--- src/riscv_mem_pkg.sv ---
package riscv_mem_pkg;

    //////////////////////////////////////////////////////////////////////
    // Widths and sizes
    //////////////////////////////////////////////////////////////////////
    localparam int XLEN       = 32;  // Data and address width
    localparam int CTRL_W     = 12;  // Control word entering MEM
    localparam int WB_CTRL_W  = 8;   // Control bits kept past MEM
    localparam int REGADDR_W  = 5;   // x0..x31
    localparam int DMEM_WORDS = 256; // Data RAM depth in words
    localparam int DMEM_IDX_W = $clog2(DMEM_WORDS); // Word index, addr[9:2]

    //////////////////////////////////////////////////////////////////////
    // Control word layout as seen in MEM
    //////////////////////////////////////////////////////////////////////
    localparam int CTRL_WIDTH_LSB  = 0;  // funct3 style access width
    localparam int CTRL_WIDTH_MSB  = 2;
    localparam int CTRL_MEM_EN     = 3;  // Load or store in flight
    localparam int CTRL_WB_SRC_LSB = 4;  // Write-back source select
    localparam int CTRL_WB_SRC_MSB = 5;
    localparam int CTRL_RF_WE      = 6;  // Register write enable
    localparam int CTRL_RD_LSB     = 7;  // Destination register
    localparam int CTRL_RD_MSB     = 11;

    // Upper control bits carried into MEM/WB start at the wb source field
    localparam int WB_BASE    = CTRL_WB_SRC_LSB;
    localparam int WB_SRC_LSB = CTRL_WB_SRC_LSB - WB_BASE;
    localparam int WB_SRC_MSB = CTRL_WB_SRC_MSB - WB_BASE;
    localparam int WB_RF_WE   = CTRL_RF_WE - WB_BASE;
    localparam int WB_RD_LSB  = CTRL_RD_LSB - WB_BASE;
    localparam int WB_RD_MSB  = CTRL_RD_MSB - WB_BASE;

    // Access width, same codes as load/store funct3
    typedef enum logic [2:0] {
        MW_BYTE   = 3'b000, // lb / sb
        MW_HALF   = 3'b001, // lh / sh
        MW_WORD   = 3'b010, // lw / sw
        MW_BYTE_U = 3'b100, // lbu
        MW_HALF_U = 3'b101  // lhu
    } mem_width_e;

    // Source of the register file write data
    typedef enum logic [1:0] {
        WB_ALU  = 2'b00, // ALU result
        WB_LOAD = 2'b01, // Aligned load data
        WB_PC4  = 2'b10, // Link value, pc + 4
        WB_RSVD = 2'b11  // Illegal
    } wb_src_e;

endpackage

--- src/writeback_stage.sv ---
`timescale 1ns/100ps

module writeback_stage import riscv_mem_pkg::*; (
    input  logic [XLEN-1:0]      result_i,       // From MEM/WB register
    input  logic [XLEN-1:0]      load_data_i,
    input  logic [WB_CTRL_W-1:0] ctrl_i,
    input  logic                 trace_valid_i,
    input  logic [XLEN-1:0]      trace_pc_i,

    output logic                 rf_we_o,        // To register file
    output logic [REGADDR_W-1:0] rf_addr_o,
    output logic [XLEN-1:0]      rf_wdata_o,

    output logic                 retire_valid_o, // Retire report
    output logic [XLEN-1:0]      retire_pc_o
);

    wb_src_e              wb_src;
    logic                 wb_we;
    logic [REGADDR_W-1:0] wb_rd;
    logic [XLEN-1:0]      link_value;

    //////////////////////////////////////////////////////////////////////
    // Control decode
    //////////////////////////////////////////////////////////////////////
    assign wb_src = wb_src_e'(ctrl_i[WB_SRC_MSB:WB_SRC_LSB]);
    assign wb_we  = ctrl_i[WB_RF_WE];
    assign wb_rd  = ctrl_i[WB_RD_MSB:WB_RD_LSB];

    assign link_value = trace_pc_i + XLEN'(4); // jal / jalr return address

    // Write data select
    always_comb begin
        case (wb_src)
            WB_ALU:  rf_wdata_o = result_i;
            WB_LOAD: rf_wdata_o = load_data_i;
            WB_PC4:  rf_wdata_o = link_value;
            default: rf_wdata_o = '0; // Reserved code
        endcase
    end

    // x0 is hardwired, never written
    assign rf_we_o   = wb_we & (wb_rd != '0) & trace_valid_i;
    assign rf_addr_o = wb_rd;

    //////////////////////////////////////////////////////////////////////
    // Retire report
    //////////////////////////////////////////////////////////////////////
    assign retire_valid_o = trace_valid_i;
    assign retire_pc_o    = trace_pc_i;

    // Stage has no clock, so check once the time step settles
    always_comb begin
        a_no_rsvd_src: assert final (trace_valid_i !== 1'b1 || wb_src !== WB_RSVD)
        else $error("writeback_stage: reserved wb source on valid instruction");
    end

endmodule

--- config.mk ---
export PLATFORM = sky130hd
export DESIGN_NAME = writeback_stage
export DESIGN_NICKNAME = d
export VERILOG_FILES = /design/src/riscv_mem_pkg.sv /design/src/writeback_stage.sv
export SDC_FILE = /design/constraint.sdc
export NUM_CORES = 1
export LEC_CHECK = 0
export ABC_AREA = 1
export BUFFER_PORTS_ARGS = -buffer_cell sky130_fd_sc_hd__buf_4
export CAP_MARGIN = 30
export CORE_ASPECT_RATIO = 1.4
export CORE_MARGIN = 1.5
export CORE_UTILIZATION = 30
export DETAILED_ROUTE_END_ITERATION = 6
export PLACE_DENSITY = 0.68
export SLEW_MARGIN = 20
export SYNTH_ARGS = -nofsm -noshare
export SYNTH_HDL_FRONTEND = slang
export SYNTH_SLANG_ARGS = --single-unit
export TNS_END_PERCENT = 5
--- constraint.sdc ---
create_clock -name vclk -period 3.9
set_clock_uncertainty 0.05 [all_clocks]
set_input_delay 0.975 -clock vclk [all_inputs]
set_output_delay 0.975 -clock vclk [all_outputs]
set_load 0.01 [all_outputs]
# Yosys cells after proc, flatten, opt, wreduce, memory -nomap -nowiden
# Cells that the tools add are included.
[word_totals]
register_bits = 0
input_bits = 105
output_inout_bits = 71
wordCells = 8
[classes]
addsub = 1
n_eq_ne = 2
n_mux = 1
bitwise = 2
n_reduce_logical = 2
[op_table]
columns = ["cell", "n"]
rows = [
  ["$pmux 32 s3", 1],
  ["$add 32x3->32 const B", 1],
  ["$reduce_bool 5->1", 1],
  ["$and 1x1->1", 2],
  ["$eq 2x1->1 const B", 1],
  ["$eq 2x2->1 const B", 1],
  ["$logic_not 2->1", 1],
]

# Longest topological paths before layout
[depth]
ltp_word = 3
depth_mapped = 10
depth_no_buf = 10

# Worst setup path before layout
# Ideal clock, no wire load.
[synth_path]
kind = "input -> output"
from = "input port trace_pc_i[2]"
to = "output port rf_wdata_o[20]"
t_arrival_ns = 1.832
t_required_ns = 2.875
slack_ns = 1.043
path_stages = 9
path_buffers = 0
cell_sequence = "ha_1 nand3_1 nor2_2 inv_2 nor2_4 nand2_1 nand2_1 nand3_1 nand2_1"
[synth_via]
elab_chain_len = 2
[synth_lines]
columns = ["item", "line_no", "text"]
rows = [
  ["from (decl)", "writeback_stage.sv:8", "input logic [XLEN-1:0] trace_pc_i,"],
  ["$add 32x3->32", "writeback_stage.sv:30", "assign link_value = trace_pc_i + XLEN'(4);"],
  ["$pmux 32 s3", "writeback_stage.sv:34", "case (wb_src)"],
  ["to (decl)", "writeback_stage.sv:12", "output logic [XLEN-1:0] rf_wdata_o,"],
]
# No other way between the ends.

# Worst setup path after layout
[layout_path]
from = "input port trace_pc_i[2]"
to = "output port rf_wdata_o[24]"
# Same word-level chain as after synthesis.

==> flow_metrics.env <==
export IMPL_place_hpwl_um=6030
export IMPL_hold_path_startpoint="ctrl_i[4]"
export IMPL_total_power_mw=0.311
export IMPL_synth_area_um2=1840
export IMPL_io_buffers=176
export IMPL_pre_cts_ws_ns=0.691
export IMPL_fmax_mhz=314
export IMPL_p_switching_mw=0.142
export IMPL_cts_setup_buffers=0
export IMPL_detail_route_iter0_violations=94
export IMPL_nets=610
export IMPL_period_share=0.818
export IMPL_slew_viol_final=0
export IMPL_whs_endpoint="rf_addr_o[1]"
export IMPL_critPathMaxFanout=5
export IMPL_power_density_nw_per_um2=105
export IMPL_min_path_cells=2
export IMPL_grt_pass1_wl_um=10700
export IMPL_tns_ns=0
export IMPL_hold_viol_final=0
export IMPL_yosys_cell_count_top_type="nand2_1"
export IMPL_period_minus_slack_ns=3.19
export IMPL_drv_cap=0
export IMPL_p_int_mw=0.169
export IMPL_antenna_found_initial=0
export IMPL_yosys_warnings=0
export IMPL_fin_util=0.504
export IMPL_finalWirelength_um=6830
export IMPL_worstSetupPathType="primary input to output port"
export IMPL_crit_top_cell="nand2_1"
export IMPL_wl_per_cell_um=11.9
export IMPL_vias_per_cell=4.67
export IMPL_pwr_share_comb=1.000
export IMPL_end_kind="output port"
export IMPL_post_cts_resized=0
export IMPL_vias=2672
export IMPL_initial_utilization=0.312
export IMPL_cp_top_family="simple AND/OR/NAND/NOR gates"
export IMPL_leakagePower_nw=1.66
export IMPL_yosysTopAreaCell="nand2_1"
export IMPL_first_global_vias=2384
export IMPL_die_width_um=69.3
export IMPL_synth_cells=368
export IMPL_critPathBufInv=3
export IMPL_worst_pin_slew_ns=0.472
export IMPL_grt_usage=0.193
export IMPL_netSwitchingFraction=0.457
export IMPL_die_area_um2=6630
export IMPL_grt_max_degree=28
export IMPL_fin_ws_ns=0.710
export IMPL_ys_seq_area_frac=0
export IMPL_core_area_um2=5900
export IMPL_rows=33
export IMPL_drt_pass1_iterations=4
export IMPL_critPathSlowestCell="nor2_2"
export IMPL_status="complete, no violations"
export IMPL_syn_nets=474
export IMPL_yosys_top_cells_count="nand2_1 (137), nand3_1 (51), buf_4 (40)"
export IMPL_register_area_um2=0
export IMPL_syn_to_final_growth_pct=61.3
export IMPL_placed_area_um2=2970
export IMPL_p_seq_frac=0
export IMPL_place_congestion=0.861
export IMPL_syn_avg_cell_area_um2=5.01
export IMPL_clock_buffers=0
export IMPL_slowest_delay_ns=0.19
export IMPL_hold_class="primary input to output port"
export IMPL_crit_required_ns=2.87
export IMPL_worstPathArrival_ns=2.16
export IMPL_diodes=0
export IMPL_fin_area_um2=2970
export IMPL_power_frac_clock=0
export IMPL_ios=176
export IMPL_synth_area_leaders="nand2_1 (28%), buf_4 (16%), nand3_1 (14%)"
export IMPL_ant_nets=0
export IMPL_drive_gt1_frac=0.424
export IMPL_synth_distinct_cells=21
export IMPL_start_kind="primary input"
export IMPL_die_h_um=95.8
export IMPL_ctsHoldBuffers=0
export IMPL_yosysTopAreaCellShare=0.279
export IMPL_grt_ovfl_total=0
export IMPL_rsz0062_at_grt="false"
export IMPL_nFillCells=697
export IMPL_setup_viol_count_final=0
export IMPL_relSlewSlack=0.685
export IMPL_nFlopsAndLatches=0
export IMPL_worstPathCellList="buf_4 > ha_1 > nand3_1 > nor2_2 > inv_2 > nor2_4 > nand2_1 > nand2_1 > nand3_1 > nand2_1 > buf_4"
export IMPL_drc=0
export IMPL_peakVddDrop_mv=0.0618
cell usage in the layout (no fill, tap or decap):
master	count
or2_2	1
nor2_4	6
nor2_1	29
a21oi_1	4
inv_2	6
nor3_1	1
ha_1	1
nor2_8	1
o21ai_0	4
buf_4	180
nand3_1	51
buf_12	1
inv_1	38
o211ai_1	4
a22o_1	14
o21bai_1	6
nand2_4	2
nor2_2	10
nand2_2	6
nand2_1	137
metrics by stage:
stage	hold WS (ns)	std cells
finish	2.09	572
global route	2.09	572
CTS	2.09	572
detailed placement	2.09	572
global placement	2.09	572
floorplan	1.99	368
cell families after synthesis:
logic type / after synthesis / share of synthesized area
AND/OR/NAND/NOR: 244 / 0.594
adder cells (fa/ha/maj): 1 / 0.00678
buffers and inverters: 91 / 0.271
AO/OA/AOI/OAI: 32 / 0.129
area by class of cell:
cell class / instances / area, um^2 / share of cell area
Timing Repair Buffer: 181 / 1370 / 0.461
Tap cell: 70 / 87.6 / 0.0294
Inverter: 44 / 165 / 0.0555
Multi-Input combinational cell: 277 / 1350 / 0.454
worst max-delay path by stage:
stage / start / end / cells after the start
finish: trace_pc_i[2] / rf_wdata_o[24] / 11
global route: trace_pc_i[2] / rf_wdata_o[24] / 11
CTS: trace_pc_i[2] / rf_wdata_o[24] / 10
detailed placement: trace_pc_i[2] / rf_wdata_o[24] / 10
global placement: trace_pc_i[2] / rf_wdata_o[24] / 10
floorplan: trace_pc_i[2] / rf_wdata_o[20] / 9
power groups by stage:
stage,combinational (mW),clock [mW],sequential [mW]
2_1_floorplan,0.145,0,0
3_3_place_gp,0.312,0,0
3_5_place_dp,0.314,0,0
4_1_cts,0.315,0,0
5_1_grt,0.341,0,0
6_report,0.311,0,0
metal layers:
layer / routed length, um / track usage / vias to the layer above / part of all wire
li1: - / - / 1399 / -
met1: 2510 / 0.214 / 1164 / 0.37
met2: 3790 / 0.406 / 109 / 0.55
met3: 527 / 0.0293 / 0 / 0.077
met4: 0 / 0 / 0 / 0
met5: 0 / 0 / - / 0
Note: power is estimated with default switching activity, not from simulation.
