File: config.mk
export PLATFORM = sky130hd
export DESIGN_NAME = mem_stage
export DESIGN_NICKNAME = d
export VERILOG_FILES = /design/src/riscv_mem_pkg.sv /design/src/mem_stage.sv
export SDC_FILE = /design/constraint.sdc
export NUM_CORES = 1
export LEC_CHECK = 0
export BUFFER_PORTS_ARGS = -buffer_cell sky130_fd_sc_hd__buf_4
export CORE_AREA = 10 10 116 118
export CTS_CLUSTER_DIAMETER = 40
export DETAILED_ROUTE_END_ITERATION = 8
export DIE_AREA = 0 0 126 128
export PLACE_DENSITY = 0.82
export SLEW_MARGIN = 20
export SYNTH_ARGS = -nofsm -noshare
export SYNTH_HDL_FRONTEND = slang
export SYNTH_SLANG_ARGS = --single-unit
export TNS_END_PERCENT = 10
File: constraint.sdc
create_clock -name clk -period 0.8 [get_ports clk]
set_clock_uncertainty 0.2 [all_clocks]
set_input_delay 0.08 -clock clk [delete_from_list [all_inputs] [get_ports clk]]
set_output_delay 0.08 -clock clk [all_outputs]
set_load 0.005 [all_outputs]
File: src/riscv_mem_pkg.sv
package riscv_mem_pkg;

    //////////////////////////////////////////////////////////////////////
    // Widths and sizes
    //////////////////////////////////////////////////////////////////////
    localparam int XLEN       = 32;  // Data and address width
    localparam int CTRL_W     = 12;  // Control word entering MEM
    localparam int WB_CTRL_W  = 8;   // Control bits kept past MEM
    localparam int REGADDR_W  = 5;   // x0..x31
    localparam int DMEM_WORDS = 256; // Data RAM depth in words
    localparam int DMEM_IDX_W = $clog2(DMEM_WORDS); // Word index, addr[9:2]

    //////////////////////////////////////////////////////////////////////
    // Control word layout as seen in MEM
    //////////////////////////////////////////////////////////////////////
    localparam int CTRL_WIDTH_LSB  = 0;  // funct3 style access width
    localparam int CTRL_WIDTH_MSB  = 2;
    localparam int CTRL_MEM_EN     = 3;  // Load or store in flight
    localparam int CTRL_WB_SRC_LSB = 4;  // Write-back source select
    localparam int CTRL_WB_SRC_MSB = 5;
    localparam int CTRL_RF_WE      = 6;  // Register write enable
    localparam int CTRL_RD_LSB     = 7;  // Destination register
    localparam int CTRL_RD_MSB     = 11;

    // Upper control bits carried into MEM/WB start at the wb source field
    localparam int WB_BASE    = CTRL_WB_SRC_LSB;
    localparam int WB_SRC_LSB = CTRL_WB_SRC_LSB - WB_BASE;
    localparam int WB_SRC_MSB = CTRL_WB_SRC_MSB - WB_BASE;
    localparam int WB_RF_WE   = CTRL_RF_WE - WB_BASE;
    localparam int WB_RD_LSB  = CTRL_RD_LSB - WB_BASE;
    localparam int WB_RD_MSB  = CTRL_RD_MSB - WB_BASE;

    // Access width, same codes as load/store funct3
    typedef enum logic [2:0] {
        MW_BYTE   = 3'b000, // lb / sb
        MW_HALF   = 3'b001, // lh / sh
        MW_WORD   = 3'b010, // lw / sw
        MW_BYTE_U = 3'b100, // lbu
        MW_HALF_U = 3'b101  // lhu
    } mem_width_e;

    // Source of the register file write data
    typedef enum logic [1:0] {
        WB_ALU  = 2'b00, // ALU result
        WB_LOAD = 2'b01, // Aligned load data
        WB_PC4  = 2'b10, // Link value, pc + 4
        WB_RSVD = 2'b11  // Illegal
    } wb_src_e;

endpackage

File: src/mem_stage.sv
`timescale 1ns/100ps

module mem_stage import riscv_mem_pkg::*; (
    input  logic                 clk,
    input  logic                 reset,

    input  logic [XLEN-1:0]      execute_result_i, // ALU result or address
    input  logic [XLEN-1:0]      store_data_i,
    input  logic [CTRL_W-1:0]    control_signal_i,

    input  logic [XLEN-1:0]      load_data_i,      // From data memory

    input  logic                 trace_valid_i,
    input  logic [XLEN-1:0]      trace_pc_i,

    output logic [XLEN-1:0]      mem_addr_o,       // To data memory
    output logic [XLEN-1:0]      store_data_o,
    output mem_width_e           data_mem_width_sel_o,
    output logic                 data_mem_rw_o,

    output logic [REGADDR_W-1:0] fwd_dest_o,       // To forwarding unit
    output logic                 fwd_we_o,

    output logic [XLEN-1:0]      execute_result_o, // MEM/WB register
    output logic [XLEN-1:0]      load_data_o,
    output logic [WB_CTRL_W-1:0] control_signal_o,
    output logic                 trace_valid_o,
    output logic [XLEN-1:0]      trace_pc_o
);

    logic mem_en;
    logic rf_we;
    logic is_load;

    // Control word decode
    assign mem_en  = control_signal_i[CTRL_MEM_EN];
    assign rf_we   = control_signal_i[CTRL_RF_WE];
    assign is_load = mem_en & rf_we; // Load writes a register, store does not

    //////////////////////////////////////////////////////////////////////
    // Data memory side, combinational
    //////////////////////////////////////////////////////////////////////
    assign mem_addr_o           = execute_result_i;
    assign store_data_o         = store_data_i;
    assign data_mem_width_sel_o =
        mem_width_e'(control_signal_i[CTRL_WIDTH_MSB:CTRL_WIDTH_LSB]);
    assign data_mem_rw_o        = mem_en & ~rf_we; // Store strobe

    // Forwarding taps of the instruction now in MEM
    assign fwd_dest_o = control_signal_i[CTRL_RD_MSB:CTRL_RD_LSB];
    assign fwd_we_o   = rf_we;

    //////////////////////////////////////////////////////////////////////
    // MEM/WB pipeline register
    //////////////////////////////////////////////////////////////////////
    always_ff @(posedge clk or negedge reset) begin
        if (!reset) begin
            execute_result_o <= '0;
            load_data_o      <= '0;
            control_signal_o <= '0;
            trace_valid_o    <= 1'b0;
            trace_pc_o       <= '0;
        end else begin
            execute_result_o <= execute_result_i;
            // Read data only matters for a load, keep the rest quiet
            load_data_o      <= is_load ? load_data_i : '0;
            control_signal_o <= control_signal_i[CTRL_W-1:WB_BASE]; // Drop mem bits
            trace_valid_o    <= trace_valid_i;
            trace_pc_o       <= trace_pc_i;
        end
    end

    // A valid instruction must carry a fully known control word
    a_ctrl_known: assert property (
        @(posedge clk) disable iff (!reset)
        trace_valid_i |-> !$isunknown(control_signal_i)
    ) else $error("mem_stage: unknown control word on valid instruction");

endmodule

---- After elaboration in Yosys (flattened, before gate mapping) ----
Cells that the tools add are included.
operators by class
  $add $sub $neg .......................... 0
  $mul .................................... 0
  div/mod/pow operators ................... 0
  magnitude comparators ................... 0
  eq/ne operators ......................... 0
  shift-type cells ........................ 0
  mux-type cells .......................... 1
  bitwise logic cells ..................... 3
  reductions and logical operators ........ 0
operators with widths
  cell               number
  2-to-1 mux 32 bit  1
  bitwise AND 1 bit  2
  inverter 1 bit     1
word-level totals
  register bits after elaboration ......... 105
  latch bits .............................. 0
  bits in writable memories ............... 0
  bits in read-only memories .............. 0
  memories ................................ 0

---- Depth between registers and ports, before layout ----
Gate-level depths: netlist (run 1).
  depth in word-level cells ............... 2
  gate-level depth with buffers ........... 2

---- Worst setup path before layout (run 1) ----
OpenSTA, ideal clock, no wires.
  kind .................................... input to register
  start point ............................. input control_signal_i[6]
  end point ............................... register load_data_o[12]
  arrival ................................. 0.375 ns
  required time ........................... 0.480 ns
  setup slack ............................. 0.105 ns
  stages on the path ...................... 2
  path buffers ............................ 1
  cell sequence ........................... buf_2 > and3_1
on the way
  longest elaborated chain between the ends .. 2
ends and longest elaborated chain
  what                  line             source
  start, declared       mem_stage.sv:9   input logic [CTRL_W-1:0] control_signal_i,
  bitwise AND 1 bit     mem_stage.sv:38  assign is_load = mem_en & rf_we;
  2-to-1 mux 32 bit     mem_stage.sv:66  load_data_o <= is_load ? load_data_i : '0;
  end signal, assigned  mem_stage.sv:66
  end, declared         mem_stage.sv:25  output logic [XLEN-1:0] load_data_o,
Every way passes these cells.

---- Worst setup path after layout (run 1) ----
  start point ............................. register trace_pc_o[4]
  end point ............................... output trace_pc_o[4]
RTL lines
  what                    line             source
  start, declared         mem_stage.sv:28  output logic [XLEN-1:0] trace_pc_o
  start signal, assigned  mem_stage.sv:69  trace_pc_o <= trace_pc_i;
No word-level cell between the ends.

==> metrics.cfg, run 1 <==
[floorplanning]
core_area_mm2 = 0.0112
die_h_um = 128
dieArea_mm2 = 0.0161
row_count = 39
ioPinCount = 322
die_x_um = 126
start_util_pct = 30.4

[logic_synthesis]
synth_nets = 360
synth_most_common_cell = dfrtp_1
synth_top_area_share_pct = 77.0
synth.area.top_cells = dfrtp_1 (77%), buf_4 (16%), and3_1 (5.9%)
ys.flop_type = dfrtp_1
ys_warn_count = 0
synth_top_cell_by_area = dfrtp_1
syn_area_per_cell_um2 = 15.7
synth_common_cells = dfrtp_1 (105), buf_4 (73), and3_1 (32)
synthesis.area_mm2 = 0.00341
synth-seq-cells = 105
async_reset_ff_share_pct = 100
seq_area_frac_synth_pct = 77.0
synth_enable_flop_cells = 0
postSynthCellCount = 217
synth_cell_types = 6

[worst_setup_path]
cp.arrival_ns = 0.89
cp_slowest_cell = dfrtp_1
critical_path_class = reg2out
cpLargestDelayFamily = flip-flops
path_cells = buf_6
crit_path_end_kind = output pin
path_buf_inv = 1
critPathRequiredTime_ns = 0.52
critPathLaunchType = flop
cp_max_fo = 1
slowest_delay_ns = 0.41

[finish]
multi_input_area_um2 = 206
stdcell_area_mm2 = 0.00641
drive_gt1_share_pct = 55.8
fillers = 885
nNetsFinal = 618
diodes = 0
regArea_mm2 = 0.00263
syn_to_final_growth_pct = 87.9

[grt]
grt_pass1_vias = 3052
grt_pass1_wl_mm = 20.7
grt_max_degree = 55
overflow = 0
antenna_found_initial = 0
grt_util_all_layers_pct = 17.0

[sta]
finalHoldViolCount = 68
tightest_slew_ns = 0.277
period_share_pct = 146
fin_hold_ws_ns = -0.260
fin_ws_ns = -0.365
setup-tns-final_ns = -33.72
fin_crit_ns = 1.17
setup_viol = 105
maxSlewViolCount = 0
fmax_mhz = 858
rsz0062_at_grt = true
slew_headroom_pct = 81.5

[cts]
clk_pin_slew_ns = 0.07
cts_hold_buf = 73
cts_tree = done
post_cts_buffers = 0
cts_made_buffers = 9
htree_levels = 3
clock-sinks = 105
ctsRootBufferMaster = clkbuf_16
clockBufferDepth = 2

[pwr]
ir_drop_mv = 1.09
p_per_area_mw_per_mm2 = 1900
p_leak_uw = 0.00328

[routing]
wl_mm = 14.3
postRouteAntennaNets = 0
wl_per_cell_um = 23.0
vias_per_cell = 4.17
drc = 0
vias = 2601
firstDrtPassIters = 4
first_iter_violations = 139

[hold_path]
holdCritPathClass = in2reg

[placement]
placed_area_mm2 = 0.00494
gp_congestion = 0.837
dp_hpwl_mm = 10.3
port_buffers = 251

[flow_run]
maxCapViolCount = 0

[outcome]
violations = negative hold slack, negative setup slack
status = complete, but fails checks

-- cells in the final DEF, fill, tap and decap left out --
cell / Yosys / layout
and3_1: 32 / 32
buf_12: 0 / 2
buf_16: 0 / 1
buf_4: 73 / 144
buf_6: 0 / 105
buf_8: 0 / 1
bufinv_16: 0 / 2
clkbuf_1: 0 / 1
clkbuf_16: 0 / 9
clkinvlp_4: 0 / 3
dfrtp_1: 105 / 105
dlygate4sd3_1: 0 / 73
inv_6: 0 / 1
nor2b_1: 1 / 1
-- routing by layer --
layer	share of wire (%)	track usage (%)
met2	55	30.9
met5	0	0
met3	11	8.60
met4	2.6	6.50
met1	32	16.0
-- cell type report --
| type | count | area share (%) |
|---|---|---|
| Sequential cell | 105 | 41.0 |
| Multi-Input combinational cell | 33 | 3.22 |
| Clock buffer | 10 | 3.57 |
| Tap cell | 143 | 2.79 |
| Timing Repair Buffer | 326 | 48.0 |
| Clock inverter | 6 | 1.42 |
-- registers in the layout, summed over array words and instances, names as in the netlist --
register          count
execute_result_o     32
trace_pc_o           32
trace_valid_o         1
load_data_o          32
control_signal_o      8
-- final timing paths --
| check | startpoint | endpoint | slack (ns) | cells past startpoint |
|---|---|---|---|---|
| hold / removal | control_signal_i[6] | control_signal_o[2]$_DFF_PN0_ | -0.26 | 1 |
| max in group asynchronous | reset | load_data_o[15]$_DFF_PN0_ | 0.05 | 3 |
| setup / recovery | trace_pc_o[4]$_DFF_PN0_ | trace_pc_o[4] | -0.37 | 1 |
| min in group asynchronous | reset | trace_pc_o[11]$_DFF_PN0_ | 0.10 | 3 |
-- stage by stage --
step	hold slack [ns]	setup WS (ns)	utilization [%]	instances	power [µW]
after floorplan	-0.416	0.105	-	217	6130
after global placement	-0.109	-0.108	44.0	534	7010
after detailed placement	-0.101	-0.102	44.0	534	7050
after CTS	-0.263	-0.373	57.0	623	12200
after global routing	-0.267	-0.389	57.1	623	12600
final	-0.260	-0.365	57.1	623	12200
-- what timing repair did --
| action | 4_1_cts | 5_1_grt |
|---|---|---|
| setup endpoints to repair | 106 | 107 |
| hold endpoints to repair | 245 | 68 |
| pin swaps | 0 | 0 |
| resized for setup | 109 | 2 |
-- kinds of logic (layout without fill, tap and decap cells) --
kind of cell / after synthesis / after routing / share of synthesized area (%)
DFF: 105 / 105 / 77.0
and+or+nand+nor: 33 / 33 / 6.05
buffers and inverters: 79 / 342 / 16.9
-- power breakdown --
part	switching [µW]	internal [µW]	total, µW
clock network	1950	2750	4700
logic	580	1190	1770
registers	131	5560	5690
total	2660	9500	12200
Note: power is estimated with default switching activity, not from simulation.
==> inputs of run 2 (changes only) <==
Settings changed: CORE_AREA 10 10 116 118 to not set, CORE_ASPECT_RATIO set to 0.75, CORE_MARGIN set to 10, CORE_UTILIZATION set to 33, DIE_AREA 0 0 126 128 to not set, PLACE_DENSITY 0.82 to 0.86, TNS_END_PERCENT 10 to not set.
==> metrics.cfg, run 2 (synthesis results as in run 1) <==
[outcome]
status = complete, but fails checks
violations = negative hold slack, negative setup slack

[pwr]
total_power_uw = 11600  ; -4.8%
p_leak_uw = 0.00328  ; about the same
p_per_area_mw_per_mm2 = 1810  ; -4.5%
ir_drop_mv = 1.07  ; -2.0%

[placement]
gp_congestion = 0.851  ; +1.6%
dp.cells = 527  ; -1.3%
dp_hpwl_mm = 9.36  ; -9.5%
port_buffers = 251  ; unchanged
post-place-ws_ns = -0.0863  ; +0.0159 ns

[sta]
maxSlewViolCount = 0  ; unchanged
rsz0062_at_grt = true
finalHoldViolCount = 68  ; unchanged
setup_viol = 105  ; unchanged
setup-tns-final_ns = -32.87  ; +0.851 ns
fin_ws_ns = -0.350  ; +0.0149 ns
tightest_slew_ns = 0.276  ; -0.00119 ns
slew_headroom_pct = 81.6  ; about the same
fin_crit_ns = 1.15  ; -0.0149 ns
fin_hold_ws_ns = -0.248  ; +0.0121 ns
period_share_pct = 144  ; -1.9 points
fmax_mhz = 869  ; +1.3%

[finish]
largest_registers = execute_result_o: 32 flops, load_data_o: 32 flops, trace_pc_o: 32 flops
nNetsFinal = 619  ; +0.16%
layout_common_cells = buf_4 (144), dfrtp_1 (105), buf_6 (105)
layout_commonest_cell = buf_4
fillers = 719  ; -19%
layout.cells.non_filler = 617  ; -0.96%
syn_to_final_growth_pct = 87.3
drive_gt1_share_pct = 56.3  ; +0.42 points
fin_util_pct = 62.8  ; +5.7 points

[floorplanning]
core_area_mm2 = 0.0102  ; -9.4%
start_util_pct = 33.6  ; +3.1 points
die_x_um = 137  ; +9.1%
ioPinCount = 322  ; unchanged
dieArea_mm2 = 0.0148  ; -7.9%
die_h_um = 108  ; -16%
row_count = 32  ; -18%

[worst_setup_path]
cp_slowest_cell = dfrtp_1
path_buf_inv = 1  ; unchanged
crit_path_end_kind = output pin
critPathRequiredTime_ns = 0.52  ; about the same
cp.arrival_ns = 0.87  ; -0.02 ns
path_cells = buf_6
critical_path_class = reg2out
cp_max_fo = 1  ; unchanged
critPathLaunchType = flop
cpLargestDelayFamily = flip-flops
slowest_delay_ns = 0.41  ; about the same

[flow_run]
maxCapViolCount = 0  ; unchanged

[routing]
first_iter_violations = 72  ; -48%
firstDrtPassIters = 4  ; unchanged
postRouteAntennaNets = 0  ; unchanged
vias = 2581  ; -0.77%
drc = 0  ; unchanged
wl_per_cell_um = 21.9  ; -4.7%
vias_per_cell = 4.18  ; +0.20%
wl_mm = 13.5  ; -5.6%

[grt]
grt_pass1_wl_mm = 19.3  ; -7.0%
grt_pass1_vias = 3050  ; -0.066%
overflow = 0  ; unchanged
grt_util_all_layers_pct = 17.3  ; +0.32 points
grt_max_degree = 54  ; -1.8%
antenna_found_initial = 1  ; +1

[cts]
ctsRootBufferMaster = clkbuf_16
post_cts_buffers = 0  ; unchanged
clock-sinks = 105  ; unchanged
clockBufferDepth = 2  ; unchanged
cts_made_buffers = 9  ; unchanged
htree_levels = 3  ; unchanged
cts_hold_buf = 73  ; unchanged
clk_pin_slew_ns = 0.07  ; about the same
cts_tree = done

[hold_path]
holdCritPathClass = in2reg

==> run 2: routing by layer <==
layer	track usage, %	part of all wire, %	vias to the layer above	wire [µm]
met2	33.3	56	154	7620
li1	-	-	1134	-
met5	0	0	-	0
met3	8.43	12	19	1630
met1	15.8	30	1274	4120
met4	4.43	1.2	0	165
==> run 2: final timing paths <==
check | cells past startpoint | slack [ns] | end | from
min | 1 | -0.25 | control_signal_o[2]$_DFF_PN0_ | control_signal_i[6]
min in group asynchronous | 3 | 0.11 | trace_pc_o[8]$_DFF_PN0_ | reset
max in group asynchronous | 3 | 0.04 | load_data_o[9]$_DFF_PN0_ | reset
max | 1 | -0.35 | trace_pc_o[26] | trace_pc_o[26]$_DFF_PN0_
==> run 2: layout make-up <==
class / count / area, µm² / area share (%)
multi-input combinational: 33 / 209 / 3.27
tap: 136 / 170 / 2.66
antenna: 1 / 2.50 / 0.0392
clock inverter: 6 / 53.8 / 0.842
clock buffer: 9 / 225 / 3.52
timing repair buffer: 327 / 3100 / 48.5
sequential: 105 / 2630 / 41.1
==> run 2: power breakdown <==
part / switching (µW) / internal, µW
clock network: 1970 / 2140
registers: 130 / 5550
logic: 576 / 1200
==> run 2: through the flow <==
step,area [µm²],hold slack [ns]
finish,6390,-0.248
global route,6390,-0.258
CTS,6340,-0.251
detailed placement,4930,-0.0900
global placement,4930,-0.106
floorplan,3410,-0.416
==> run 2: what timing repair did <==
action                     4_1_cts  5_1_grt
setup endpoints to repair      107      106
hold endpoints to repair       245       68
resized for setup              108        4
gates cloned                     0        1
